File: src/source/cluster_pkg.sv
package cluster_pkg;

    // Charge count carried by one pad
    typedef logic [2:0] pad_cnt_t;

    // Pass tag, carried unchanged from frame to result
    typedef logic [2:0] pass_t;

    // Four-phase handshake states
    // hs_ack holds the active acknowledge or request phase,
    // hs_wait is the return-to-zero phase of the sender
    typedef enum logic [1:0] {
        hs_idle = 2'd0,
        hs_ack  = 2'd1,
        hs_wait = 2'd2
    } hs_state_t;

endpackage
File: src/source/cluster_select_top.sv
`timescale 1ns/1ns
module cluster_select_top
    import cluster_pkg::*;
#(
    parameter int NUM_PADS   = 24,
    parameter int ADR_BITS   = 5,
    parameter int FIFO_DEPTH = 8
) (
    input  logic                                   clock,
    input  logic                                   arst_n,

    input  logic                                   in_req,
    input  logic [NUM_PADS-1:0]                    in_vpfs,
    input  logic [NUM_PADS*$bits(pad_cnt_t)-1:0]   in_cnts,
    input  pass_t                                  in_pass,
    output logic                                   in_ack,

    output logic                                   out_req,
    input  logic                                   out_ack,
    output pass_t                                  out_pass,
    output logic                                   out_vpf,
    output pad_cnt_t                               out_cnt,
    output logic [ADR_BITS-1:0]                    out_adr
);

    //--------------------------------------------------
    // Internal links
    //--------------------------------------------------
    logic                                 space_ok;
    logic                                 frame_valid;
    logic [NUM_PADS-1:0]                  frame_vpfs;
    logic [NUM_PADS*$bits(pad_cnt_t)-1:0] frame_cnts;
    pass_t                                frame_pass;

    logic                                 res_valid;
    pass_t                                res_pass;
    logic                                 res_vpf;
    pad_cnt_t                             res_cnt;
    logic [ADR_BITS-1:0]                  res_adr;

    logic                                 fifo_pop;
    logic                                 fifo_empty;
    pass_t                                head_pass;
    logic                                 head_vpf;
    pad_cnt_t                             head_cnt;
    logic [ADR_BITS-1:0]                  head_adr;

    frame_receiver #(
        .NUM_PADS (NUM_PADS)
    ) frame_receiver_i (
        .clock       (clock),
        .arst_n      (arst_n),
        .in_req      (in_req),
        .in_vpfs     (in_vpfs),
        .in_cnts     (in_cnts),
        .in_pass     (in_pass),
        .in_ack      (in_ack),
        .space_ok    (space_ok),
        .frame_valid (frame_valid),
        .frame_vpfs  (frame_vpfs),
        .frame_cnts  (frame_cnts),
        .frame_pass  (frame_pass)
    );

    priority_tree #(
        .NUM_PADS (NUM_PADS),
        .ADR_BITS (ADR_BITS)
    ) priority_tree_i (
        .clock       (clock),
        .arst_n      (arst_n),
        .frame_valid (frame_valid),
        .frame_vpfs  (frame_vpfs),
        .frame_cnts  (frame_cnts),
        .frame_pass  (frame_pass),
        .res_valid   (res_valid),
        .res_pass    (res_pass),
        .res_vpf     (res_vpf),
        .res_cnt     (res_cnt),
        .res_adr     (res_adr)
    );

    result_fifo #(
        .ADR_BITS   (ADR_BITS),
        .FIFO_DEPTH (FIFO_DEPTH)
    ) result_fifo_i (
        .clock      (clock),
        .arst_n     (arst_n),
        .res_valid  (res_valid),
        .res_pass   (res_pass),
        .res_vpf    (res_vpf),
        .res_cnt    (res_cnt),
        .res_adr    (res_adr),
        .fifo_pop   (fifo_pop),
        .fifo_empty (fifo_empty),
        .head_pass  (head_pass),
        .head_vpf   (head_vpf),
        .head_cnt   (head_cnt),
        .head_adr   (head_adr),
        .space_ok   (space_ok)
    );

    result_sender #(
        .ADR_BITS (ADR_BITS)
    ) result_sender_i (
        .clock      (clock),
        .arst_n     (arst_n),
        .fifo_empty (fifo_empty),
        .head_pass  (head_pass),
        .head_vpf   (head_vpf),
        .head_cnt   (head_cnt),
        .head_adr   (head_adr),
        .fifo_pop   (fifo_pop),
        .out_req    (out_req),
        .out_ack    (out_ack),
        .out_pass   (out_pass),
        .out_vpf    (out_vpf),
        .out_cnt    (out_cnt),
        .out_adr    (out_adr)
    );

endmodule

File: src/source/result_sender.sv
`timescale 1ns/1ns
module result_sender
    import cluster_pkg::*;
#(
    parameter int ADR_BITS = 5
) (
    input  logic                clock,
    input  logic                arst_n,

    input  logic                fifo_empty,
    input  pass_t               head_pass,
    input  logic                head_vpf,
    input  pad_cnt_t            head_cnt,
    input  logic [ADR_BITS-1:0] head_adr,
    output logic                fifo_pop,

    output logic                out_req,
    input  logic                out_ack,
    output pass_t               out_pass,
    output logic                out_vpf,
    output pad_cnt_t            out_cnt,
    output logic [ADR_BITS-1:0] out_adr
);

    hs_state_t state;

    // Pop in the same cycle the head is latched
    assign fifo_pop = (state == hs_idle) && !fifo_empty;
    assign out_req  = (state == hs_ack);

    //--------------------------------------------------
    // Handshake FSM
    //--------------------------------------------------
    always_ff @(posedge clock or negedge arst_n) begin
        if (!arst_n) begin
            state <= hs_idle;
        end else begin
            case (state)
                hs_idle: begin
                    if (!fifo_empty) begin
                        state <= hs_ack;
                    end
                end
                hs_ack: begin
                    if (out_ack) begin
                        state <= hs_wait;
                    end
                end
                hs_wait: begin
                    // Return to zero before the next result
                    if (!out_ack) begin
                        state <= hs_idle;
                    end
                end
                default: begin
                    state <= hs_idle;
                end
            endcase
        end
    end

    // Output registers hold the result while the FIFO moves on
    always_ff @(posedge clock) begin
        if (fifo_pop) begin
            out_pass <= head_pass;
            out_vpf  <= head_vpf;
            out_cnt  <= head_cnt;
            out_adr  <= head_adr;
        end
    end

endmodule

File: src/source/result_fifo.sv
`timescale 1ns/1ns
module result_fifo
    import cluster_pkg::*;
#(
    parameter int ADR_BITS   = 5,
    parameter int FIFO_DEPTH = 8
) (
    input  logic                clock,
    input  logic                arst_n,

    input  logic                res_valid,
    input  pass_t               res_pass,
    input  logic                res_vpf,
    input  pad_cnt_t            res_cnt,
    input  logic [ADR_BITS-1:0] res_adr,

    input  logic                fifo_pop,
    output logic                fifo_empty,
    output pass_t               head_pass,
    output logic                head_vpf,
    output pad_cnt_t            head_cnt,
    output logic [ADR_BITS-1:0] head_adr,

    output logic                space_ok
);

    localparam int PTR_BITS   = $clog2(FIFO_DEPTH);
    localparam int CNT_BITS   = $clog2(FIFO_DEPTH + 1);
    localparam int ENTRY_BITS = $bits(pass_t) + 1 + $bits(pad_cnt_t) + ADR_BITS;

    logic [ENTRY_BITS-1:0] mem [FIFO_DEPTH];
    logic [PTR_BITS-1:0]   wr_ptr;
    logic [PTR_BITS-1:0]   rd_ptr;
    logic [CNT_BITS-1:0]   count;
    logic                  do_write;
    logic                  do_pop;

    assign do_write = res_valid && (count != CNT_BITS'(FIFO_DEPTH));
    assign do_pop   = fifo_pop && (count != '0);

    always_ff @(posedge clock) begin
        if (do_write) begin
            mem[wr_ptr] <= {res_pass, res_vpf, res_cnt, res_adr};
        end
    end

    always_ff @(posedge clock or negedge arst_n) begin
        if (!arst_n) begin
            wr_ptr <= '0;
            rd_ptr <= '0;
            count  <= '0;
        end else begin
            if (do_write) begin
                wr_ptr <= (wr_ptr == PTR_BITS'(FIFO_DEPTH - 1)) ? '0 : wr_ptr + 1'b1;
            end
            if (do_pop) begin
                rd_ptr <= (rd_ptr == PTR_BITS'(FIFO_DEPTH - 1)) ? '0 : rd_ptr + 1'b1;
            end
            case ({do_write, do_pop})
                2'b10:   count <= count + 1'b1;
                2'b01:   count <= count - 1'b1;
                default: count <= count;
            endcase
        end
    end

    assign fifo_empty = (count == '0);
    assign {head_pass, head_vpf, head_cnt, head_adr} = mem[rd_ptr];

    // Keep room for two frames in the tree and one being accepted
    assign space_ok = (count <= CNT_BITS'(FIFO_DEPTH - 3));

endmodule

File: src/source/priority_tree.sv
`timescale 1ns/1ns
module priority_tree
    import cluster_pkg::*;
#(
    parameter int NUM_PADS = 24,
    parameter int ADR_BITS = 5
) (
    input  logic                                   clock,
    input  logic                                   arst_n,

    input  logic                                   frame_valid,
    input  logic [NUM_PADS-1:0]                    frame_vpfs,
    input  logic [NUM_PADS*$bits(pad_cnt_t)-1:0]   frame_cnts,
    input  pass_t                                  frame_pass,

    output logic                                   res_valid,
    output pass_t                                  res_pass,
    output logic                                   res_vpf,
    output pad_cnt_t                               res_cnt,
    output logic [ADR_BITS-1:0]                    res_adr
);

    // Halving stages down to three groups, NUM_PADS = 3 * 2**STAGES
    localparam int STAGES    = $clog2(NUM_PADS / 3);
    // Second register rank sits after this stage
    localparam int MID       = (STAGES + 2) / 2;
    localparam int CNT_BITS  = $bits(pad_cnt_t);
    // Node layout is {vpf, cnt, key}
    localparam int NODE_BITS = 1 + CNT_BITS + ADR_BITS;

    logic [NODE_BITS-1:0] lvl [0:STAGES][NUM_PADS];

    logic  valid_q1;
    logic  valid_q2;
    pass_t pass_q1;
    pass_t pass_q2;

    // Keep the even node if its flag is set, else take the odd one and mark key bit
    function automatic logic [NODE_BITS-1:0] pick(
        input logic [NODE_BITS-1:0] even_node,
        input logic [NODE_BITS-1:0] odd_node,
        input int                   stage
    );
        logic [NODE_BITS-1:0] node;
        if (even_node[NODE_BITS-1]) begin
            node = even_node;
        end else begin
            node = odd_node;
            node[stage-1] = 1'b1;
        end
        return node;
    endfunction

    // Unpack the flat count vector, keys start at zero
    always_comb begin
        for (int i = 0; i < NUM_PADS; i++) begin
            lvl[0][i] = {frame_vpfs[i], frame_cnts[i*CNT_BITS +: CNT_BITS], ADR_BITS'(0)};
        end
    end

    //--------------------------------------------------
    // Pairwise compare stages
    //--------------------------------------------------
    for (genvar s = 1; s <= STAGES; s++) begin : g_stage
        localparam int NOUT = NUM_PADS >> s;

        logic [NODE_BITS-1:0] pair [NOUT];

        always_comb begin
            for (int i = 0; i < NOUT; i++) begin
                pair[i] = pick(lvl[s-1][2*i], lvl[s-1][2*i+1], s);
            end
        end

        if (s == 1 || s == MID) begin : g_reg
            logic [NODE_BITS-1:0] pair_q [NOUT];

            always_ff @(posedge clock) begin
                pair_q <= pair;
            end

            always_comb begin
                for (int i = 0; i < NOUT; i++) begin
                    lvl[s][i] = pair_q[i];
                end
                for (int i = NOUT; i < NUM_PADS; i++) begin
                    lvl[s][i] = '0;
                end
            end
        end else begin : g_comb
            always_comb begin
                for (int i = 0; i < NOUT; i++) begin
                    lvl[s][i] = pair[i];
                end
                for (int i = NOUT; i < NUM_PADS; i++) begin
                    lvl[s][i] = '0;
                end
            end
        end
    end

    // Valid and pass follow the two register ranks
    always_ff @(posedge clock or negedge arst_n) begin
        if (!arst_n) begin
            valid_q1 <= 1'b0;
            valid_q2 <= 1'b0;
        end else begin
            valid_q1 <= frame_valid;
            valid_q2 <= valid_q1;
        end
    end

    always_ff @(posedge clock) begin
        pass_q1 <= frame_pass;
        pass_q2 <= pass_q1;
    end

    //--------------------------------------------------
    // 1-of-3 encoder, group number goes on top of the key
    //--------------------------------------------------
    always_comb begin
        res_vpf = 1'b0;
        res_cnt = '0;
        res_adr = '1;
        for (int g = 2; g >= 0; g--) begin
            // Walk down so the lowest valid group wins
            if (lvl[STAGES][g][NODE_BITS-1]) begin
                res_vpf = 1'b1;
                res_cnt = lvl[STAGES][g][ADR_BITS +: CNT_BITS];
                res_adr = lvl[STAGES][g][ADR_BITS-1:0] | (ADR_BITS'(g) << STAGES);
            end
        end
    end

    assign res_valid = valid_q2;
    assign res_pass  = pass_q2;

endmodule

File: src/source/frame_receiver.sv
`timescale 1ns/1ns
module frame_receiver
    import cluster_pkg::*;
#(
    parameter int NUM_PADS = 24
) (
    input  logic                                   clock,
    input  logic                                   arst_n,

    input  logic                                   in_req,
    input  logic [NUM_PADS-1:0]                    in_vpfs,
    input  logic [NUM_PADS*$bits(pad_cnt_t)-1:0]   in_cnts,
    input  pass_t                                  in_pass,
    output logic                                   in_ack,

    input  logic                                   space_ok,

    output logic                                   frame_valid,
    output logic [NUM_PADS-1:0]                    frame_vpfs,
    output logic [NUM_PADS*$bits(pad_cnt_t)-1:0]   frame_cnts,
    output pass_t                                  frame_pass
);

    hs_state_t state;
    logic      accept;

    // Take a frame only while the FIFO can absorb its result
    assign accept = (state == hs_idle) && in_req && space_ok;
    assign in_ack = (state == hs_ack);

    //--------------------------------------------------
    // Handshake FSM
    //--------------------------------------------------
    always_ff @(posedge clock or negedge arst_n) begin
        if (!arst_n) begin
            state       <= hs_idle;
            frame_valid <= 1'b0;
        end else begin
            frame_valid <= accept;
            case (state)
                hs_idle: begin
                    if (accept) begin
                        state <= hs_ack;
                    end
                end
                hs_ack: begin
                    // Source has seen the acknowledge and released the request
                    if (!in_req) begin
                        state <= hs_idle;
                    end
                end
                default: begin
                    state <= hs_idle;
                end
            endcase
        end
    end

    // Frame register, so the source is free once in_ack is seen
    always_ff @(posedge clock) begin
        if (accept) begin
            frame_vpfs <= in_vpfs;
            frame_cnts <= in_cnts;
            frame_pass <= in_pass;
        end
    end

endmodule

File: config.mk
export PLATFORM = sky130hd
export DESIGN_NAME = cluster_select_top
export DESIGN_NICKNAME = d
export VERILOG_FILES = /design/src/source/cluster_pkg.sv /design/src/source/cluster_select_top.sv /design/src/source/result_sender.sv /design/src/source/result_fifo.sv /design/src/source/priority_tree.sv /design/src/source/frame_receiver.sv
export SDC_FILE = /design/constraint.sdc
export NUM_CORES = 1
export LEC_CHECK = 0
export ABC_AREA = 1
export BUFFER_PORTS_ARGS = -buffer_cell sky130_fd_sc_hd__buf_4
export CORE_ASPECT_RATIO = 1.4
export CORE_MARGIN = 2
export CORE_UTILIZATION = 40
export DETAILED_ROUTE_END_ITERATION = 8
export MAX_ROUTING_LAYER = met4
export SLEW_MARGIN = 10
export SYNTH_ARGS = -nofsm -noshare
export SYNTH_HDL_FRONTEND = slang
export SYNTH_SLANG_ARGS = --single-unit
File: constraint.sdc
create_clock -name clock -period 8.5 [get_ports clock]
set_input_delay 0.85 -clock clock [delete_from_list [all_inputs] [get_ports clock]]
set_output_delay 0.85 -clock clock [all_outputs]
set_load 0.05 [all_outputs]
# Word-level counts from Yosys, hierarchy flattened
# Memory sizes are Yosys's and may differ from the RTL's. A register that Yosys moved wholly into a read port is not among the register bits.
# Cells that the tools add are included.
[op_classes]
n_addsub = 4
n_lt_le_gt_ge = 1
reduce_logical = 13
mux = 42
n_eq_ne = 13
[op_table]
columns = ["op", "count"]
rows = [
  ["$mux W8", 18],
  ["$mux W9", 3],
  ["$mux W3", 5],
  ["$mux W2", 5],
  ["$mux W5", 2],
  ["$pmux W4 S2", 1],
  ["$add A3 B1 Y3 const B", 2],
  ["$eq A2 B1 Y1 const B", 3],
  ["$eq A3 B3 Y1 const B", 2],
  ["$ne A2 B2 Y1 const B", 3],
  ["$pmux W2 S3", 1],
  ["$logic_and A1 B1 Y1", 5],
  ["$mux W1", 5],
  ["$add A4 B1 Y4 const B", 1],
  ["$eq A2 B2 Y1 const B", 2],
  ["$le A4 B3 Y1 const B", 1],
  ["$logic_not A2 Y1", 2],
  ["$logic_not A4 Y1", 1],
  ["$mux W4", 1],
  ["$ne A2 B1 Y1 const B", 2],
  ["$ne A4 B4 Y1 const B", 1],
  ["$pmux W2 S2", 1],
  ["$reduce_bool A4 Y1", 1],
  ["$sub A4 B1 Y4 const B", 1],
  ["other kinds (4)", 4],
]
[totals]
memories = 1
mem_bits_rw = 96
inputBits = 103
out_inout_bits = 14
word_cells = 129
register_bits = 284
[memory_table]
columns = ["memory", "depth", "word_bits", "rd", "rd_clocked_by_memory_dff", "write_ports", "line_no", "rtl"]
rows = [
  ["result_fifo_i.mem", 8, 12, 1, 1, 1, "result_fifo.sv:31", "logic [ENTRY_BITS-1:0] mem [FIFO_DEPTH];"],
]

# Logic depth before layout (Yosys ltp)
# Gate-level depths: netlist of the first run.
[depth]
word_depth = 6
mapped_depth = 13
ltp_nobuf = 13

# Hierarchy
# A second synthesis of the first run with hierarchy kept.
[hier_totals]
hier_cells = 1033
area_unflattened_um2 = 11680.0
[modules_own_cells]
columns = ["module", "seq_area_each_um2", "cells_each", "n_inst", "area_per_inst_um2"]
rows = [
  ["result_fifo", 3133.0, 503, 1, 4858.4],
  ["priority_tree", 2092.0, 400, 1, 3318.2],
  ["frame_receiver", 3022.9, 105, 1, 3040.4],
  ["result_sender", 410.4, 25, 1, 462.9],
]

# Worst setup path after synthesis of the first run
# Ideal clock, no wire load.
[synth_path]
kind = "input -> register"
from = "input port in_req"
to = "register frame_receiver_i.frame_valid"
required_time_ns = 7.683
setup_ns = 0.817
setup_slack_ns = 0.091
path_buffers = 0
path_stages = 2
arrival_ns = 7.591
path_cell_list = "inv_1 -> nor3_1"
[synth_via]
elab_chain_cells = 2
[synth_rtl]
columns = ["item", "line_no", "rtl"]
rows = [
  ["start, declared", "cluster_select_top.sv:12", "input logic in_req,"],
  ["$logic_and A1 B1 Y1 (2 in a row)", "frame_receiver.sv:28", "assign accept = (state == hs_idle) && in_req && space_ok;"],
  ["net frame_receiver_i.accept", "frame_receiver.sv:25", "logic accept;"],
  ["end signal, assigned", "frame_receiver.sv:39", "frame_valid <= accept;"],
  ["end, declared", "frame_receiver.sv:18", "output logic frame_valid,"],
]
# The timed path passes the listed nets, and every way through them passes these cells.
# A chain may end at the register's enable or synchronous reset.

# Worst setup path in the final report of the first run
[layout_path]
from = "register result_fifo_i.count[2]"
to = "register result_fifo_i.count[2]"
[layout_via]
elab_chain_cells = 6
word_cells_on_any_way = 13
cone_classes = "add/sub (2); eq/ne (3); mux (1); reduce/logical (7)"
[layout_rtl]
columns = ["item", "line_no", "rtl"]
rows = [
  ["start, declared", "result_fifo.sv:34", "logic [CNT_BITS-1:0] count;"],
  ["start signal, assigned", "result_fifo.sv:60", "2'b10: count <= count + 1'b1;"],
  ["start signal, assigned", "result_fifo.sv:61", "2'b01: count <= count - 1'b1;"],
  ["start signal, assigned", "result_fifo.sv:62", "default: count <= count;"],
  ["$logic_not A4 Y1 *", "result_fifo.sv:67", "assign fifo_empty = (count == '0);"],
  ["$logic_not A1 Y1 *", "result_sender.sv:28", "assign fifo_pop = (state == hs_idle) && !fifo_empty;"],
  ["$logic_and A1 B1 Y1 *", "result_sender.sv:28", ""],
  ["net fifo_pop", "cluster_select_top.sv:41", "logic fifo_pop;"],
  ["$logic_and A1 B1 Y1 *", "result_fifo.sv:39", "assign do_pop = fifo_pop && (count != '0);"],
  ["$eq A2 B1 Y1 or $eq A2 B2 Y1 (tied branches)", "result_fifo.sv:59", "case ({do_write, do_pop})"],
  ["$pmux W4 S2 or $reduce_bool A2 Y1 (tied branches)", "--", ""],
]
# The timed path passes the listed nets; every way through them passes the cells marked *.

==> results of run 1 <==
## worst max-delay path, stage by stage, from the launching register on
cell,delay (ps)
sky130_fd_sc_hd__dfrtp_1,390
sky130_fd_sc_hd__inv_1,100
sky130_fd_sc_hd__nand3_1,110
sky130_fd_sc_hd__nand3_1,100
sky130_fd_sc_hd__inv_1,590
sky130_fd_sc_hd__ha_1,380
sky130_fd_sc_hd__nand2_1,80
sky130_fd_sc_hd__inv_1,70
sky130_fd_sc_hd__nor2_1,50
sky130_fd_sc_hd__ha_1,200
sky130_fd_sc_hd__a21oi_1,170
sky130_fd_sc_hd__xor2_1,150
sky130_fd_sc_hd__o21ai_0,80
## through the flow
| stage | power, mW | std cells | worst slack, ps |
|---|---|---|---|
| after floorplan | 2.90 | 870 | 91.5 |
| after global placement | 3.16 | 1349 | 5840 |
| after detailed placement | 3.18 | 1349 | 5820 |
| after CTS | 4.51 | 1405 | 5920 |
| after global routing | 4.71 | 1405 | 5670 |
| final | 4.45 | 1405 | 5930 |
## cell usage after synthesis (2+ instances only)
| cell | count | area (sq um) |
|---|---|---|
| sky130_fd_sc_hd__a21oi_1 | 4 | 20.0 |
| sky130_fd_sc_hd__a22oi_1 | 3 | 22.5 |
| sky130_fd_sc_hd__buf_2 | 12 | 60.1 |
| sky130_fd_sc_hd__buf_4 | 2 | 15.0 |
| sky130_fd_sc_hd__dfrtp_1 | 16 | 400 |
| sky130_fd_sc_hd__dfxtp_1 | 102 | 2040 |
| sky130_fd_sc_hd__edfxtp_1 | 207 | 6220 |
| sky130_fd_sc_hd__ha_1 | 7 | 87.6 |
| sky130_fd_sc_hd__inv_1 | 47 | 176 |
| sky130_fd_sc_hd__inv_2 | 2 | 7.51 |
| sky130_fd_sc_hd__nand2_1 | 257 | 965 |
| sky130_fd_sc_hd__nand3_1 | 16 | 80.1 |
| sky130_fd_sc_hd__nor2_1 | 72 | 270 |
| sky130_fd_sc_hd__nor2_2 | 2 | 12.5 |
| sky130_fd_sc_hd__o21ai_0 | 43 | 215 |
| sky130_fd_sc_hd__o21ai_1 | 24 | 120 |
| sky130_fd_sc_hd__o22ai_1 | 25 | 156 |
| sky130_fd_sc_hd__or2_2 | 18 | 113 |
| sky130_fd_sc_hd__xnor2_1 | 2 | 17.5 |
## kinds of logic (layout without fill, tap and decap cells)
family | count (synthesis) | after routing | synth area share [%]
AO/OA/AOI/OAI | 100 | 100 | 4.90
XOR/XNOR | 3 | 3 | 0.238
buffers and inverters | 67 | 232 | 2.56
AND/OR/NAND/NOR | 368 | 368 | 13.2
flip-flops | 325 | 325 | 78.3
adder cells (fa/ha/maj) | 7 | 7 | 0.792
## final cells by class
| cell class | instances | share of cell area (%) |
|---|---|---|
| sequential | 325 | 64.7 |
| multi-input combinational | 478 | 15.8 |
| timing repair buffer | 127 | 7.12 |
| clock buffer | 49 | 7.01 |
| tap | 370 | 3.46 |
| inverter | 49 | 1.37 |
| clock inverter | 7 | 0.486 |
## power by group
| part | internal, mW | leakage [nW] | switching (mW) | total (mW) |
|---|---|---|---|---|
| clock | 0.784 | 0.494 | 0.532 | 1.32 |
| combinational | 0.299 | 1.99 | 0.656 | 0.955 |
| sequential | 2.06 | 2.92 | 0.123 | 2.18 |
## registers in the layout, summed over array words and instances (netlist names), 4 cells and up
name,flops
result_sender_i.out_adr,5
frame_receiver_i.frame_vpfs,24
frame_receiver_i.frame_cnts,72
priority_tree_i.g_stage.g_reg.pair_q,96
result_fifo_i.count,4
result_fifo_i.mem,96
## path summary, 6_finish.rpt
kind	start	end	slack (ps)
max in group asynchronous	arst_n	result_fifo_i.rd_ptr[0]	8130
max reg2reg	result_fifo_i.count[2]	result_fifo_i.count[2]	5930
min reg2reg	priority_tree_i.pass_q1[0]	priority_tree_i.res_pass[0]	330
min	arst_n	result_fifo_i.rd_ptr[1]	170
min in group clock	priority_tree_i.pass_q1[0]	priority_tree_i.res_pass[0]	330
max	result_fifo_i.count[2]	result_fifo_i.count[2]	5930
## layer usage
layer | GRT usage [%] | vias to the layer above | wire length (um) | share of wire [%]
li1 | - | 3230 | - | -
met1 | 15.2 | 2957 | 7580 | 38
met2 | 26.9 | 136 | 11000 | 55
met3 | 2.22 | 32 | 795 | 4.0
met4 | 5.10 | 0 | 532 | 2.7
met5 | - | - | 0 | 0
==> flow_summary.html, run 1 <==
<table>
<tr><th>Metric</th><th>Value</th></tr>
<tr><th colspan="2">Outcome</th></tr>
<tr><td>Run status</td><td>complete, no violations</td></tr>
<tr><th colspan="2">GRT</th></tr>
<tr><td>Remaining global-route overflow</td><td>0</td></tr>
<tr><td>GRT Overall Usage</td><td>~14%</td></tr>
<tr><td>Initial antenna violation count</td><td>0</td></tr>
<tr><td>Via count of the first global-routing pass</td><td>roughly 6600</td></tr>
<tr><td>Global-route wire length before repair</td><td>approximately 32000 um</td></tr>
<tr><td>Maximum number of pins on one net before global-route repair</td><td>78</td></tr>
<tr><th colspan="2">Timing</th></tr>
<tr><td>Slew Viols, Final</td><td>0</td></tr>
<tr><td>Worst relative slew slack</td><td>a little under two fifths</td></tr>
<tr><td>Layout Skew</td><td>just under 9 ps</td></tr>
<tr><td>Final period util</td><td>between 30% and 40%</td></tr>
<tr><td>Number of failing hold endpoints at the final stage</td><td>0</td></tr>
<tr><td>Total of endpoints with negative setup slack in the final report</td><td>0</td></tr>
<tr><td>Unrepaired setup endpoints after global routing</td><td>false</td></tr>
<tr><td>Hold_ws</td><td>roughly 170 ps</td></tr>
<tr><td>Post-route minimum period</td><td>about 2600 ps</td></tr>
<tr><td>F_max</td><td>a little under 0.4 GHz</td></tr>
<tr><td>Total Negative Setup Slacks</td><td>0 ps</td></tr>
<tr><td>Tightest Pin Transition</td><td>roughly 930 ps</td></tr>
<tr><th colspan="2">CTS</th></tr>
<tr><td># hold bufs at CTS</td><td>0</td></tr>
<tr><td>Clock Sink Count</td><td>about 330</td></tr>
<tr><td>Clock input transition at the sequential cells of the worst setup and hold paths</td><td>about 60 ps</td></tr>
<tr><td>Clock latency on the worst-skew pair</td><td>approximately 540 ps</td></tr>
<tr><td>TritonCTS buffer count</td><td>30</td></tr>
<tr><td>Clock Root Buffer</td><td>sky130_fd_sc_hd__clkbuf_16</td></tr>
<tr><td>Max Root-Sink Buffers</td><td>3</td></tr>
<tr><td>Cells resized by post-CTS repair</td><td>0</td></tr>
<tr><td>Clock tree from TritonCTS</td><td>done</td></tr>
<tr><td>Number of levels the H-tree was split into</td><td>1</td></tr>
<tr><td>Buffer count from post-CTS setup fixing</td><td>0</td></tr>
<tr><th colspan="2">Route</th></tr>
<tr><td>Via density</td><td>4.52</td></tr>
<tr><td>Count of unresolved DRC violations after routing</td><td>0</td></tr>
<tr><td>Count of nets left with antenna violations after detail routing</td><td>0</td></tr>
<tr><td>Via count</td><td>6355</td></tr>
<tr><td>1st-iter DRT viols</td><td>about 350</td></tr>
<tr><td>Post-detailed-routing wire length</td><td>19900 um</td></tr>
<tr><td>First-pass detailed-route iteration total</td><td>4</td></tr>
<tr><td>Per-cell routed wire length</td><td>approximately 14 um</td></tr>
<tr><th colspan="2">Logic synthesis</th></tr>
<tr><td>Count of distinct cell types in the synthesized netlist</td><td>28</td></tr>
<tr><td>Number of register bits inferred by synthesis</td><td>about 330</td></tr>
<tr><td>Fraction of registers with async set/reset</td><td>4.92%</td></tr>
<tr><td>Synth Instances</td><td>a little under 900</td></tr>
<tr><td>Yosys warning count</td><td>0</td></tr>
<tr><td>Most instantiated flip-flop cell in the synthesis netlist</td><td>sky130_fd_sc_hd__edfxtp_1</td></tr>
<tr><td>Number of nets in the synthesized netlist</td><td>roughly 1000</td></tr>
<tr><td>Average size of a mapped cell</td><td>between 10 and 15 sq um</td></tr>
<tr><td>Register area share after synthesis</td><td>78.3%</td></tr>
<tr><td>Mapped Area</td><td>about 0.011 sq mm</td></tr>
<tr><td>Post-synth EDFFs</td><td>207</td></tr>
<tr><th colspan="2">Layout</th></tr>
<tr><td>Share of final-layout standard cells stronger than drive strength 1</td><td>19.2%</td></tr>
<tr><td>Layout overhead on the synthesized area</td><td>21.1%</td></tr>
<tr><td>Final core utilization</td><td>48.9%</td></tr>
<tr><td>Fillers</td><td>roughly 2500</td></tr>
<tr><td>Commonest cells after routing, fill and taps aside</td><td>257 x sky130_fd_sc_hd__nand2_1, 207 x sky130_fd_sc_hd__edfxtp_1, 127 x sky130_fd_sc_hd__buf_4</td></tr>
<tr><td>Number of nets at the end of the flow</td><td>~1100</td></tr>
<tr><td>Most common cell after layout, fill and taps aside</td><td>sky130_fd_sc_hd__nand2_1</td></tr>
<tr><td>Number of diodes</td><td>0</td></tr>
<tr><td>Final standard cell area without fillers</td><td>roughly 0.013 sq mm</td></tr>
<tr><td>Multi-input logic area</td><td>around 0.0021 sq mm</td></tr>
<tr><td>FF/Latch Area</td><td>~0.0087 sq mm</td></tr>
<tr><th colspan="2">Placed design</th></tr>
<tr><td>Final estimated routing congestion in global placement</td><td>0.783</td></tr>
<tr><td>Dpl hpwl</td><td>around 13000 um</td></tr>
<tr><td>Placed Area</td><td>between 0.01 and 0.015 sq mm</td></tr>
<tr><td>Buffers on Ports</td><td>between 100 and 150</td></tr>
<tr><th colspan="2">Setup path</th></tr>
<tr><td>Endpoint class of the critical path</td><td>flop</td></tr>
<tr><td>Max Fanout on Critical Path</td><td>20</td></tr>
<tr><td>Worst Setup Start Kind</td><td>flop</td></tr>
<tr><td>Critical Path AT</td><td>between 2000 and 3000 ps</td></tr>
<tr><td>Worst Reg-to-Reg Cells</td><td>12</td></tr>
<tr><td>Worst Setup Path Type</td><td>reg -&gt; reg</td></tr>
<tr><td>Data required time at the worst endpoint</td><td>8910 ps</td></tr>
<tr><th colspan="2">Pwr</th></tr>
<tr><td>Cell Pwr Density</td><td>333 mW/mm^2</td></tr>
<tr><td>Worst voltage drop across the vdd grid</td><td>183 uV</td></tr>
<tr><td>Cell leakage power</td><td>5.40 nW</td></tr>
<tr><th colspan="2">Worst hold path</th></tr>
<tr><td>Worst Hold Class</td><td>in -&gt; async</td></tr>
<tr><th colspan="2">Floorplanning</th></tr>
<tr><td>I/O pin total</td><td>between 100 and 150</td></tr>
<tr><td>Height of the die</td><td>around 200 um</td></tr>
<tr><td>Area of the core</td><td>0.0274 sq mm</td></tr>
<tr><td>Starting utilization of the core area</td><td>40.4%</td></tr>
<tr><td>Floorplan die area</td><td>0.0290 sq mm</td></tr>
<tr><td>Die Wd</td><td>145 um</td></tr>
<tr><td>Site Rows</td><td>about 70</td></tr>
<tr><th colspan="2">Flow run</th></tr>
<tr><td>Max-cap viol count</td><td>0</td></tr>
</table>
Power figures use the tool's default switching activity.
==> inputs of run 2 (changes only) <==
Clock period 8.5 ns to 2.15 ns, I/O delays scaled along.
==> flow_summary.html, run 2 (synthesis gave the netlist of run 1 again) <==
<table>
<tr><th>Metric</th><th>Value</th></tr>
<tr><th colspan="2">Route</th></tr>
<tr><td>Post-detailed-routing wire length</td><td>21600 um (+8.3%)</td></tr>
<tr><td>1st-iter DRT viols</td><td>236 (-33%)</td></tr>
<tr><td>First-pass detailed-route iteration total</td><td>5 (+1)</td></tr>
<tr><td>Per-cell routed wire length</td><td>14.2 um (about the same)</td></tr>
<tr><td>Count of unresolved DRC violations after routing</td><td>0 (unchanged)</td></tr>
<tr><td>Via count</td><td>6798 (+7.0%)</td></tr>
<tr><td>Count of nets left with antenna violations after detail routing</td><td>0 (unchanged)</td></tr>
<tr><td>Via density</td><td>4.47 (-1.3%)</td></tr>
<tr><th colspan="2">Setup path</th></tr>
<tr><td>Worst Setup Path Type</td><td>reg -&gt; reg</td></tr>
<tr><td>Critical-path top delay cell</td><td>sky130_fd_sc_hd__dfrtp_1</td></tr>
<tr><td>Endpoint class of the critical path</td><td>flop</td></tr>
<tr><td>Critical Path AT</td><td>2320 ps (-670 ps)</td></tr>
<tr><td>Worst Setup Start Kind</td><td>flop</td></tr>
<tr><td>Series of cell instances along the critical path</td><td>nor2_1 -&gt; nand3_1 -&gt; nand2_2 -&gt; ha_2 -&gt; nand2_1 -&gt; inv_1 -&gt; nor2_1 -&gt; ha_1 -&gt; a21oi_1 -&gt; xor2_1 -&gt; o21ai_0</td></tr>
<tr><td>Max Fanout on Critical Path</td><td>5 (-75%)</td></tr>
<tr><td>Cell repeated most along the worst path</td><td>sky130_fd_sc_hd__nor2_1</td></tr>
<tr><td>Slowest stage delay, CP</td><td>420 ps (-170 ps)</td></tr>
<tr><td>Data required time at the worst endpoint</td><td>2570 ps (-6340 ps)</td></tr>
<tr><td>Largest delay contributor family on the critical path</td><td>simple AND/OR/NAND/NOR gates</td></tr>
<tr><td>Worst path buffer plus inverter count</td><td>1 (-2)</td></tr>
<tr><th colspan="2">Timing</th></tr>
<tr><td>Number of failing hold endpoints at the final stage</td><td>0 (unchanged)</td></tr>
<tr><td>Worst relative slew slack</td><td>52.0% (+14 points)</td></tr>
<tr><td>Slew Viols, Final</td><td>0 (unchanged)</td></tr>
<tr><td>Total Negative Setup Slacks</td><td>0 ps (unchanged)</td></tr>
<tr><td>Total of endpoints with negative setup slack in the final report</td><td>0 (unchanged)</td></tr>
<tr><td>Hold_ws</td><td>79.8 ps (-90.8 ps)</td></tr>
<tr><td>Layout Skew</td><td>13.4 ps (+4.68 ps)</td></tr>
<tr><td>Final period util</td><td>88.5% (+58 points)</td></tr>
<tr><td>Tightest Pin Transition</td><td>720 ps (-212 ps)</td></tr>
<tr><td>Post-route minimum period</td><td>1900 ps (-670 ps)</td></tr>
<tr><td>F_max</td><td>0.525 GHz (+35%)</td></tr>
<tr><td>Final critical-path setup slack</td><td>246 ps (-5680 ps)</td></tr>
<tr><td>Unrepaired setup endpoints after global routing</td><td>false</td></tr>
<tr><th colspan="2">Floorplanning</th></tr>
<tr><td>Die Wd</td><td>145 um (unchanged)</td></tr>
<tr><td>Height of the die</td><td>201 um (unchanged)</td></tr>
<tr><td>Area of the core</td><td>0.0274 sq mm (unchanged)</td></tr>
<tr><td>Site Rows</td><td>72 (unchanged)</td></tr>
<tr><td>Floorplan die area</td><td>0.0290 sq mm (unchanged)</td></tr>
<tr><td>Starting utilization of the core area</td><td>40.4% (unchanged)</td></tr>
<tr><td>I/O pin total</td><td>117 (unchanged)</td></tr>
<tr><th colspan="2">GRT</th></tr>
<tr><td>GRT Overall Usage</td><td>15.7% (+1.2 points)</td></tr>
<tr><td>Remaining global-route overflow</td><td>0 (unchanged)</td></tr>
<tr><td>Via count of the first global-routing pass</td><td>7167 (+9.0%)</td></tr>
<tr><td>Initial antenna violation count</td><td>0 (unchanged)</td></tr>
<tr><td>Global-route wire length before repair</td><td>34600 um (+7.7%)</td></tr>
<tr><td>Maximum number of pins on one net before global-route repair</td><td>50 (-36%)</td></tr>
<tr><th colspan="2">Pwr</th></tr>
<tr><td>Post-layout power</td><td>18.1 mW (+310%)</td></tr>
<tr><td>Worst voltage drop across the vdd grid</td><td>1110 uV (+510%)</td></tr>
<tr><td>Cell Pwr Density</td><td>1240 mW/mm^2 (+270%)</td></tr>
<tr><td>Cell leakage power</td><td>5.96 nW (+10%)</td></tr>
<tr><th colspan="2">CTS</th></tr>
<tr><td>Clock tree from TritonCTS</td><td>done</td></tr>
<tr><td>Clock Root Buffer</td><td>sky130_fd_sc_hd__clkbuf_16</td></tr>
<tr><td>Number of levels the H-tree was split into</td><td>1 (unchanged)</td></tr>
<tr><td>Clock latency on the worst-skew pair</td><td>550 ps (about the same)</td></tr>
<tr><td>Clock Sink Count</td><td>325 (unchanged)</td></tr>
<tr><td>Clock input transition at the sequential cells of the worst setup and hold paths</td><td>60 ps (about the same)</td></tr>
<tr><td>Max Root-Sink Buffers</td><td>3 (unchanged)</td></tr>
<tr><td>TritonCTS buffer count</td><td>31 (+3.3%)</td></tr>
<tr><th colspan="2">Worst hold path</th></tr>
<tr><td>Worst Hold Class</td><td>in -&gt; async</td></tr>
<tr><th colspan="2">Placed design</th></tr>
<tr><td>Dpl hpwl</td><td>13300 um (+2.1%)</td></tr>
<tr><td>Placed Area</td><td>0.0125 sq mm (+1.3%)</td></tr>
<tr><td>Buffers on Ports</td><td>116 (unchanged)</td></tr>
<tr><td>Final estimated routing congestion in global placement</td><td>0.738 (-5.8%)</td></tr>
<tr><td>Worst slack after detailed placement</td><td>216 ps (-5600 ps)</td></tr>
<tr><td>Post-placement cell count</td><td>1363 (+1.0%)</td></tr>
<tr><th colspan="2">Layout</th></tr>
<tr><td>Fillers</td><td>2298 (-6.8%)</td></tr>
<tr><td>Number of standard cells in the final layout excluding fillers</td><td>1522 (+8.3%)</td></tr>
<tr><td>Share of final-layout standard cells stronger than drive strength 1</td><td>19.0% (-0.22 points)</td></tr>
<tr><td>Most common cell after layout, fill and taps aside</td><td>sky130_fd_sc_hd__nand2_1</td></tr>
<tr><td>Final standard cell area without fillers</td><td>0.0146 sq mm (+9.2%)</td></tr>
<tr><td>Commonest cells after routing, fill and taps aside</td><td>257 x sky130_fd_sc_hd__nand2_1, 207 x sky130_fd_sc_hd__edfxtp_1, 137 x sky130_fd_sc_hd__buf_4</td></tr>
<tr><td>Final core utilization</td><td>53.4% (+4.5 points)</td></tr>
<tr><td>Number of nets at the end of the flow</td><td>1238 (+10%)</td></tr>
<tr><td>Registers with the most flip-flops</td><td>priority_tree_i.g_stage.g_reg.pair_q (96), result_fifo_i.mem (96), frame_receiver_i.frame_cnts (72)</td></tr>
<tr><td>Number of diodes</td><td>0 (unchanged)</td></tr>
<tr><td>Layout overhead on the synthesized area</td><td>32.2%</td></tr>
<tr><td>Multi-input logic area</td><td>0.00213 sq mm (+0.30%)</td></tr>
<tr><td>FF/Latch Area</td><td>0.00866 sq mm (unchanged)</td></tr>
<tr><th colspan="2">Flow run</th></tr>
<tr><td>Max-cap viol count</td><td>0 (unchanged)</td></tr>
<tr><th colspan="2">Outcome</th></tr>
<tr><td>Run status</td><td>complete, no violations</td></tr>
</table>
-- run 2: report_power, final --
part	switching, mW	internal (mW)
combinational	2.66	1.48
sequential	0.474	8.12
clock	2.17	3.23
-- run 2: path summary, 6_finish.rpt --
path	slack (ps)	endpoint	from	depth (start not counted)
max	250	result_fifo_i.count[2]	result_fifo_i.count[1]	11
min	80	result_fifo_i.rd_ptr[2]	arst_n	2
max reg2reg	250	result_fifo_i.count[2]	result_fifo_i.count[1]	11
min reg2reg	330	priority_tree_i.res_pass[0]	priority_tree_i.pass_q1[0]	0
max in group asynchronous	1860	frame_receiver_i.state[0]	arst_n	2
min in group clock	330	priority_tree_i.res_pass[0]	priority_tree_i.pass_q1[0]	0
-- run 2: routing by layer --
layer | vias to the layer above | global-route usage (%) | wire length [um]
met5 | - | - | 0
met4 | 0 | 6.10 | 771
met3 | 56 | 2.41 | 998
met2 | 162 | 28.8 | 11600
met1 | 3127 | 16.6 | 8160
li1 | 3453 | - | -
-- run 2: worst register-to-register path, delay by kind of cell, from the launching register on --
| kind | cells | cell delay, ps |
|---|---|---|
| buffers and inverters | 1 | 70 |
| DFF | 1 | 420 |
| AOI/OAI and AO/OA | 2 | 230 |
| xor gates and xnor gates | 1 | 150 |
| adders and majority gates | 2 | 430 |
| and+or+nand+nor | 5 | 480 |
-- run 2: cell type report --
| type | count | area share, % |
|---|---|---|
| inverter | 49 | 1.26 |
| sequential | 325 | 59.2 |
| tap | 370 | 3.17 |
| clock inverter | 11 | 0.591 |
| timing repair buffer | 243 | 14.6 |
| multi-input combinational | 478 | 14.6 |
| clock buffer | 46 | 6.62 |
-- run 2: timing repair --
| action | 4_1_cts | 5_1_grt |
|---|---|---|
| gates resized for setup | 0 | 1 |
| setup buffers | 0 | 0 |
| endpoints found under the setup margin | 0 | 1 |
| hold buffers | 102 | 0 |
| endpoints found under the hold margin | 118 | 0 |
==> inputs of run 3 (changes only) <==
Settings changed: ABC_AREA 1 to 0.
==> flow_summary.html, run 3 <==
<table>
<tr><th>Metric</th><th>Value</th></tr>
<tr><th colspan="2">Outcome</th></tr>
<tr><td>Run status</td><td>complete, but fails checks</td></tr>
<tr><td>Violations in the final reports</td><td>negative setup slack</td></tr>
<tr><th colspan="2">CTS</th></tr>
<tr><td>Number of levels the H-tree was split into</td><td>1 (unchanged)</td></tr>
<tr><td>TritonCTS buffer count</td><td>28 (-9.7%)</td></tr>
<tr><td>Max Root-Sink Buffers</td><td>3 (unchanged)</td></tr>
<tr><td>Clock Root Buffer</td><td>sky130_fd_sc_hd__clkbuf_16</td></tr>
<tr><td>Clock tree from TritonCTS</td><td>done</td></tr>
<tr><td>Clock Sink Count</td><td>325 (unchanged)</td></tr>
<tr><td>Clock input transition at the sequential cells of the worst setup and hold paths</td><td>60 ps (about the same)</td></tr>
<tr><td>Clock latency on the worst-skew pair</td><td>540 ps (about the same)</td></tr>
<tr><th colspan="2">GRT</th></tr>
<tr><td>Initial antenna violation count</td><td>0 (unchanged)</td></tr>
<tr><td>GRT Overall Usage</td><td>14.3% (-1.3 points)</td></tr>
<tr><td>Maximum number of pins on one net before global-route repair</td><td>45 (-10%)</td></tr>
<tr><td>Global-route wire length before repair</td><td>31600 um (-8.6%)</td></tr>
<tr><td>Via count of the first global-routing pass</td><td>6272 (-12%)</td></tr>
<tr><td>Remaining global-route overflow</td><td>0 (unchanged)</td></tr>
<tr><th colspan="2">Setup path</th></tr>
<tr><td>Critical Path AT</td><td>2610 ps (+290 ps)</td></tr>
<tr><td>Worst Setup Start Kind</td><td>flop</td></tr>
<tr><td>Slowest stage delay, CP</td><td>410 ps (about the same)</td></tr>
<tr><td>Series of cell instances along the critical path</td><td>or3_4 -&gt; o21ai_4 -&gt; clkinvlp_4 -&gt; ha_4 -&gt; xor2_2 -&gt; ha_4 -&gt; a21oi_2 -&gt; xor2_1 -&gt; nor2_1 -&gt; xor2_1</td></tr>
<tr><td>Max Fanout on Critical Path</td><td>3 (-2)</td></tr>
<tr><td>Endpoint class of the critical path</td><td>flop</td></tr>
<tr><td>Critical-path top delay cell</td><td>sky130_fd_sc_hd__or3_4</td></tr>
<tr><td>Data required time at the worst endpoint</td><td>2560 ps (about the same)</td></tr>
<tr><td>Worst Setup Path Type</td><td>reg -&gt; reg</td></tr>
<tr><th colspan="2">Logic synthesis</th></tr>
<tr><td>Ranking of synthesized cells by area</td><td>sky130_fd_sc_hd__edfxtp_1 56%, sky130_fd_sc_hd__dfxtp_1 18%, sky130_fd_sc_hd__mux2_2 7.5%, sky130_fd_sc_hd__mux4_1 5.5%, sky130_fd_sc_hd__dfrtp_1 3.6%</td></tr>
<tr><td>Leading cell types by count after synthesis</td><td>207 x sky130_fd_sc_hd__edfxtp_1, 102 x sky130_fd_sc_hd__dfxtp_1, 74 x sky130_fd_sc_hd__mux2_2</td></tr>
<tr><td>Post-synth EDFFs</td><td>207 (unchanged)</td></tr>
<tr><td>Register area share after synthesis</td><td>78.3% (about the same)</td></tr>
<tr><td>Cell with the most instances after synthesis</td><td>sky130_fd_sc_hd__edfxtp_1</td></tr>
<tr><td>Post-synthesis mux area share</td><td>13.3% (+13 points)</td></tr>
<tr><td>Share of Yosys cell area claimed by the top area cell type</td><td>56.2% (about the same)</td></tr>
<tr><td>Number of nets in the synthesized netlist</td><td>681 (-31%)</td></tr>
<tr><td>Library cell with the largest summed area after synthesis</td><td>sky130_fd_sc_hd__edfxtp_1</td></tr>
<tr><td>Mapped Area</td><td>0.0111 sq mm (about the same)</td></tr>
<tr><td>Most instantiated flip-flop cell in the synthesis netlist</td><td>sky130_fd_sc_hd__edfxtp_1</td></tr>
<tr><td>Share of the synthesized area in compound gates (AO/OA/AOI/OAI)</td><td>2.57% (-2.3 points)</td></tr>
<tr><td>Simple-gate share of the synthesized area</td><td>2.91% (-10 points)</td></tr>
<tr><td>Yosys warning count</td><td>0 (unchanged)</td></tr>
<tr><td>Combinational family with the most area after synthesis</td><td>multiplexers</td></tr>
<tr><td>Average size of a mapped cell</td><td>19.4 sq um (+52%)</td></tr>
<tr><td>Fraction of registers with async set/reset</td><td>4.92% (unchanged)</td></tr>
<tr><td>Count of distinct cell types in the synthesized netlist</td><td>39 (+39%)</td></tr>
<tr><td>Number of register bits inferred by synthesis</td><td>325 (unchanged)</td></tr>
<tr><td>Post-synthesis share of cell area spent on xor and xnor gates</td><td>0.475% (+0.24 points)</td></tr>
<tr><td>Synth Instances</td><td>571 (-34%)</td></tr>
<tr><td>Post-synthesis adder-cell area fraction</td><td>0.792% (about the same)</td></tr>
<tr><th colspan="2">Route</th></tr>
<tr><td>Count of unresolved DRC violations after routing</td><td>0 (unchanged)</td></tr>
<tr><td>Via density</td><td>4.60 (+3.1%)</td></tr>
<tr><td>Via count</td><td>5662 (-17%)</td></tr>
<tr><td>Count of nets left with antenna violations after detail routing</td><td>0 (unchanged)</td></tr>
<tr><td>First-pass detailed-route iteration total</td><td>6 (+1)</td></tr>
<tr><td>Per-cell routed wire length</td><td>16.1 um (+14%)</td></tr>
<tr><td>Post-detailed-routing wire length</td><td>19800 um (-8.3%)</td></tr>
<tr><td>1st-iter DRT viols</td><td>183 (-22%)</td></tr>
<tr><th colspan="2">Floorplanning</th></tr>
<tr><td>Height of the die</td><td>201 um (about the same)</td></tr>
<tr><td>Die Wd</td><td>144 um (about the same)</td></tr>
<tr><td>Starting utilization of the core area</td><td>40.4% (about the same)</td></tr>
<tr><td>Area of the core</td><td>0.0274 sq mm (unchanged)</td></tr>
<tr><td>Floorplan die area</td><td>0.0290 sq mm (about the same)</td></tr>
<tr><td>I/O pin total</td><td>117 (unchanged)</td></tr>
<tr><td>Site Rows</td><td>72 (unchanged)</td></tr>
<tr><th colspan="2">Placed design</th></tr>
<tr><td>Dpl hpwl</td><td>12400 um (-6.6%)</td></tr>
<tr><td>Buffers on Ports</td><td>116 (unchanged)</td></tr>
<tr><td>Worst slack after detailed placement</td><td>-131 ps (-347 ps)</td></tr>
<tr><td>Final estimated routing congestion in global placement</td><td>0.738 (+0.11%)</td></tr>
<tr><th colspan="2">Pwr</th></tr>
<tr><td>Cell Pwr Density</td><td>1220 mW/mm^2 (-1.5%)</td></tr>
<tr><td>Sw Share</td><td>26.6% (-2.7 points)</td></tr>
<tr><td>Sequential share of power</td><td>48.3% (+0.9 points)</td></tr>
<tr><td>Worst voltage drop across the vdd grid</td><td>842 uV (-24%)</td></tr>
<tr><td>Net switching power of the design</td><td>4.75 mW (-10%)</td></tr>
<tr><td>Combinational cell fraction of total power</td><td>22.8% (about the same)</td></tr>
<tr><td>Power Internal</td><td>13.1 mW (+2.3%)</td></tr>
<tr><td>Clock network fraction of design power</td><td>28.9% (-0.9 points)</td></tr>
<tr><td>Cell leakage power</td><td>5.49 nW (-7.8%)</td></tr>
<tr><th colspan="2">Timing</th></tr>
<tr><td>Post-route minimum period</td><td>2190 ps (+289 ps)</td></tr>
<tr><td>Layout Skew</td><td>20.0 ps (+6.58 ps)</td></tr>
<tr><td>Hold_ws</td><td>82.2 ps (+2.41 ps)</td></tr>
<tr><td>Worst relative slew slack</td><td>49.3% (-2.7 points)</td></tr>
<tr><td>Final critical-path setup slack</td><td>-42.7 ps (-289 ps)</td></tr>
<tr><td>Tightest Pin Transition</td><td>760 ps (+40.3 ps)</td></tr>
<tr><td>F_max</td><td>0.456 GHz (-13%)</td></tr>
<tr><td>Final period util</td><td>102% (+13 points)</td></tr>
<tr><td>Slew Viols, Final</td><td>0 (unchanged)</td></tr>
<tr><td>Number of failing hold endpoints at the final stage</td><td>0 (unchanged)</td></tr>
<tr><td>Total of endpoints with negative setup slack in the final report</td><td>1 (+1)</td></tr>
<tr><td>Unrepaired setup endpoints after global routing</td><td>true</td></tr>
<tr><th colspan="2">Layout</th></tr>
<tr><td>Commonest cells after routing, fill and taps aside</td><td>207 x sky130_fd_sc_hd__edfxtp_1, 143 x sky130_fd_sc_hd__buf_4, 102 x sky130_fd_sc_hd__dlygate4sd3_1, 102 x sky130_fd_sc_hd__dfxtp_1, 74 x sky130_fd_sc_hd__mux2_2</td></tr>
<tr><td>Number of diodes</td><td>0 (unchanged)</td></tr>
<tr><td>Most common cell after layout, fill and taps aside</td><td>sky130_fd_sc_hd__edfxtp_1</td></tr>
<tr><td>Share of final-layout standard cells stronger than drive strength 1</td><td>35.1% (+16 points)</td></tr>
<tr><td>Layout overhead on the synthesized area</td><td>32.4%</td></tr>
<tr><td>Registers with the most flip-flops</td><td>priority_tree_i.g_stage.g_reg.pair_q (96), result_fifo_i.mem (96), frame_receiver_i.frame_cnts (72)</td></tr>
<tr><td>Number of nets at the end of the flow</td><td>948 (-23%)</td></tr>
<tr><th colspan="2">Flow run</th></tr>
<tr><td>Max-cap viol count</td><td>0 (unchanged)</td></tr>
<tr><th colspan="2">Worst hold path</th></tr>
<tr><td>Worst Hold Class</td><td>in -&gt; async</td></tr>
</table>
-- run 3: cells by family (layout without fill, tap and decap cells) --
| logic type | count (synthesis) | in the layout |
|---|---|---|
| AOI/OAI and AO/OA | 39 | 39 |
| xor gates and xnor gates | 6 | 6 |
| adders and majority gates | 7 | 7 |
| buffers and inverters | 38 | 327 |
| DFF | 325 | 325 |
| muxes | 99 | 99 |
| and+or+nand+nor | 57 | 57 |
-- run 3: routing by layer --
metal / routed length, um / GRT usage (%) / part of all wire, %
met5: 0 / - / 0
met2: 11000 / 26.7 / 56
met3: 702 / 2.15 / 3.5
met4: 506 / 4.26 / 2.6
met1: 7550 / 15.5 / 38
-- run 3: critical path: cells and delay by family (launching register included) --
family	cells	cell delay (ps)
xor gates and xnor gates	3	450
buffers and inverters	1	150
and+or+nand+nor	2	470
DFF	1	380
adders and majority gates	2	340
AOI/OAI and AO/OA	2	270
-- run 3: power groups by stage --
stage	combinational [mW]	clock [mW]	sequential [mW]
6_report	4.08	5.17	8.63
5_1_grt	4.42	5.55	8.76
4_1_cts	4.06	5.30	8.65
3_5_place_dp	3.78	0	8.78
3_3_place_gp	3.66	0	8.72
2_1_floorplan	2.24	0	9.02
-- run 3: cell type report --
type / instances / area (sq um)
Fill cell: 2140 / 12700
Inverter: 27 / 105
Clock inverter: 16 / 199
Timing Repair Buffer: 248 / 2150
Tap cell: 370 / 463
Sequential cell: 325 / 8660
Multi-Input combinational cell: 208 / 2300
Clock buffer: 36 / 762
-- run 3: worst paths after layout --
check / startpoint / endpoint / slack [ps] / cells past startpoint
worst max-delay path: result_fifo_i.count[0] / result_fifo_i.count[2] / -40 / 10
worst min-delay path: arst_n / result_fifo_i.count[0] / 80 / 2
worst max register to register: result_fifo_i.count[0] / result_fifo_i.count[2] / -40 / 10
worst min register to register: priority_tree_i.pass_q1[2] / priority_tree_i.res_pass[2] / 330 / 0
max in group asynchronous: arst_n / frame_receiver_i.frame_valid / 1880 / 2
min in group clock: priority_tree_i.pass_q1[2] / priority_tree_i.res_pass[2] / 330 / 0
-- run 3: per-stage QoR --
| stage | power, mW | instance area (sq um) | cells | util, % | TNS (ps) |
|---|---|---|---|---|---|
| finish | 17.9 | 14600 | 1230 | 53.4 | -42.7 |
| CTS | 18.0 | 14600 | 1229 | 53.3 | -77.4 |
| global placement | 12.4 | 12600 | 1073 | 45.9 | -7.28 |
| global route | 18.7 | 14600 | 1230 | 53.4 | -212 |
| detailed placement | 12.6 | 12600 | 1073 | 45.9 | -736 |
| floorplan | 11.3 | 11100 | 571 | - | -1140 |
-- run 3: what timing repair did --
item	CTS	global route
hold buffers	102	0
setup endpoints to repair	15	3
buffers inserted	2	1
pin swaps	4	2
resized for setup	6	4
cloned	0	0
hold endpoints to repair	118	0
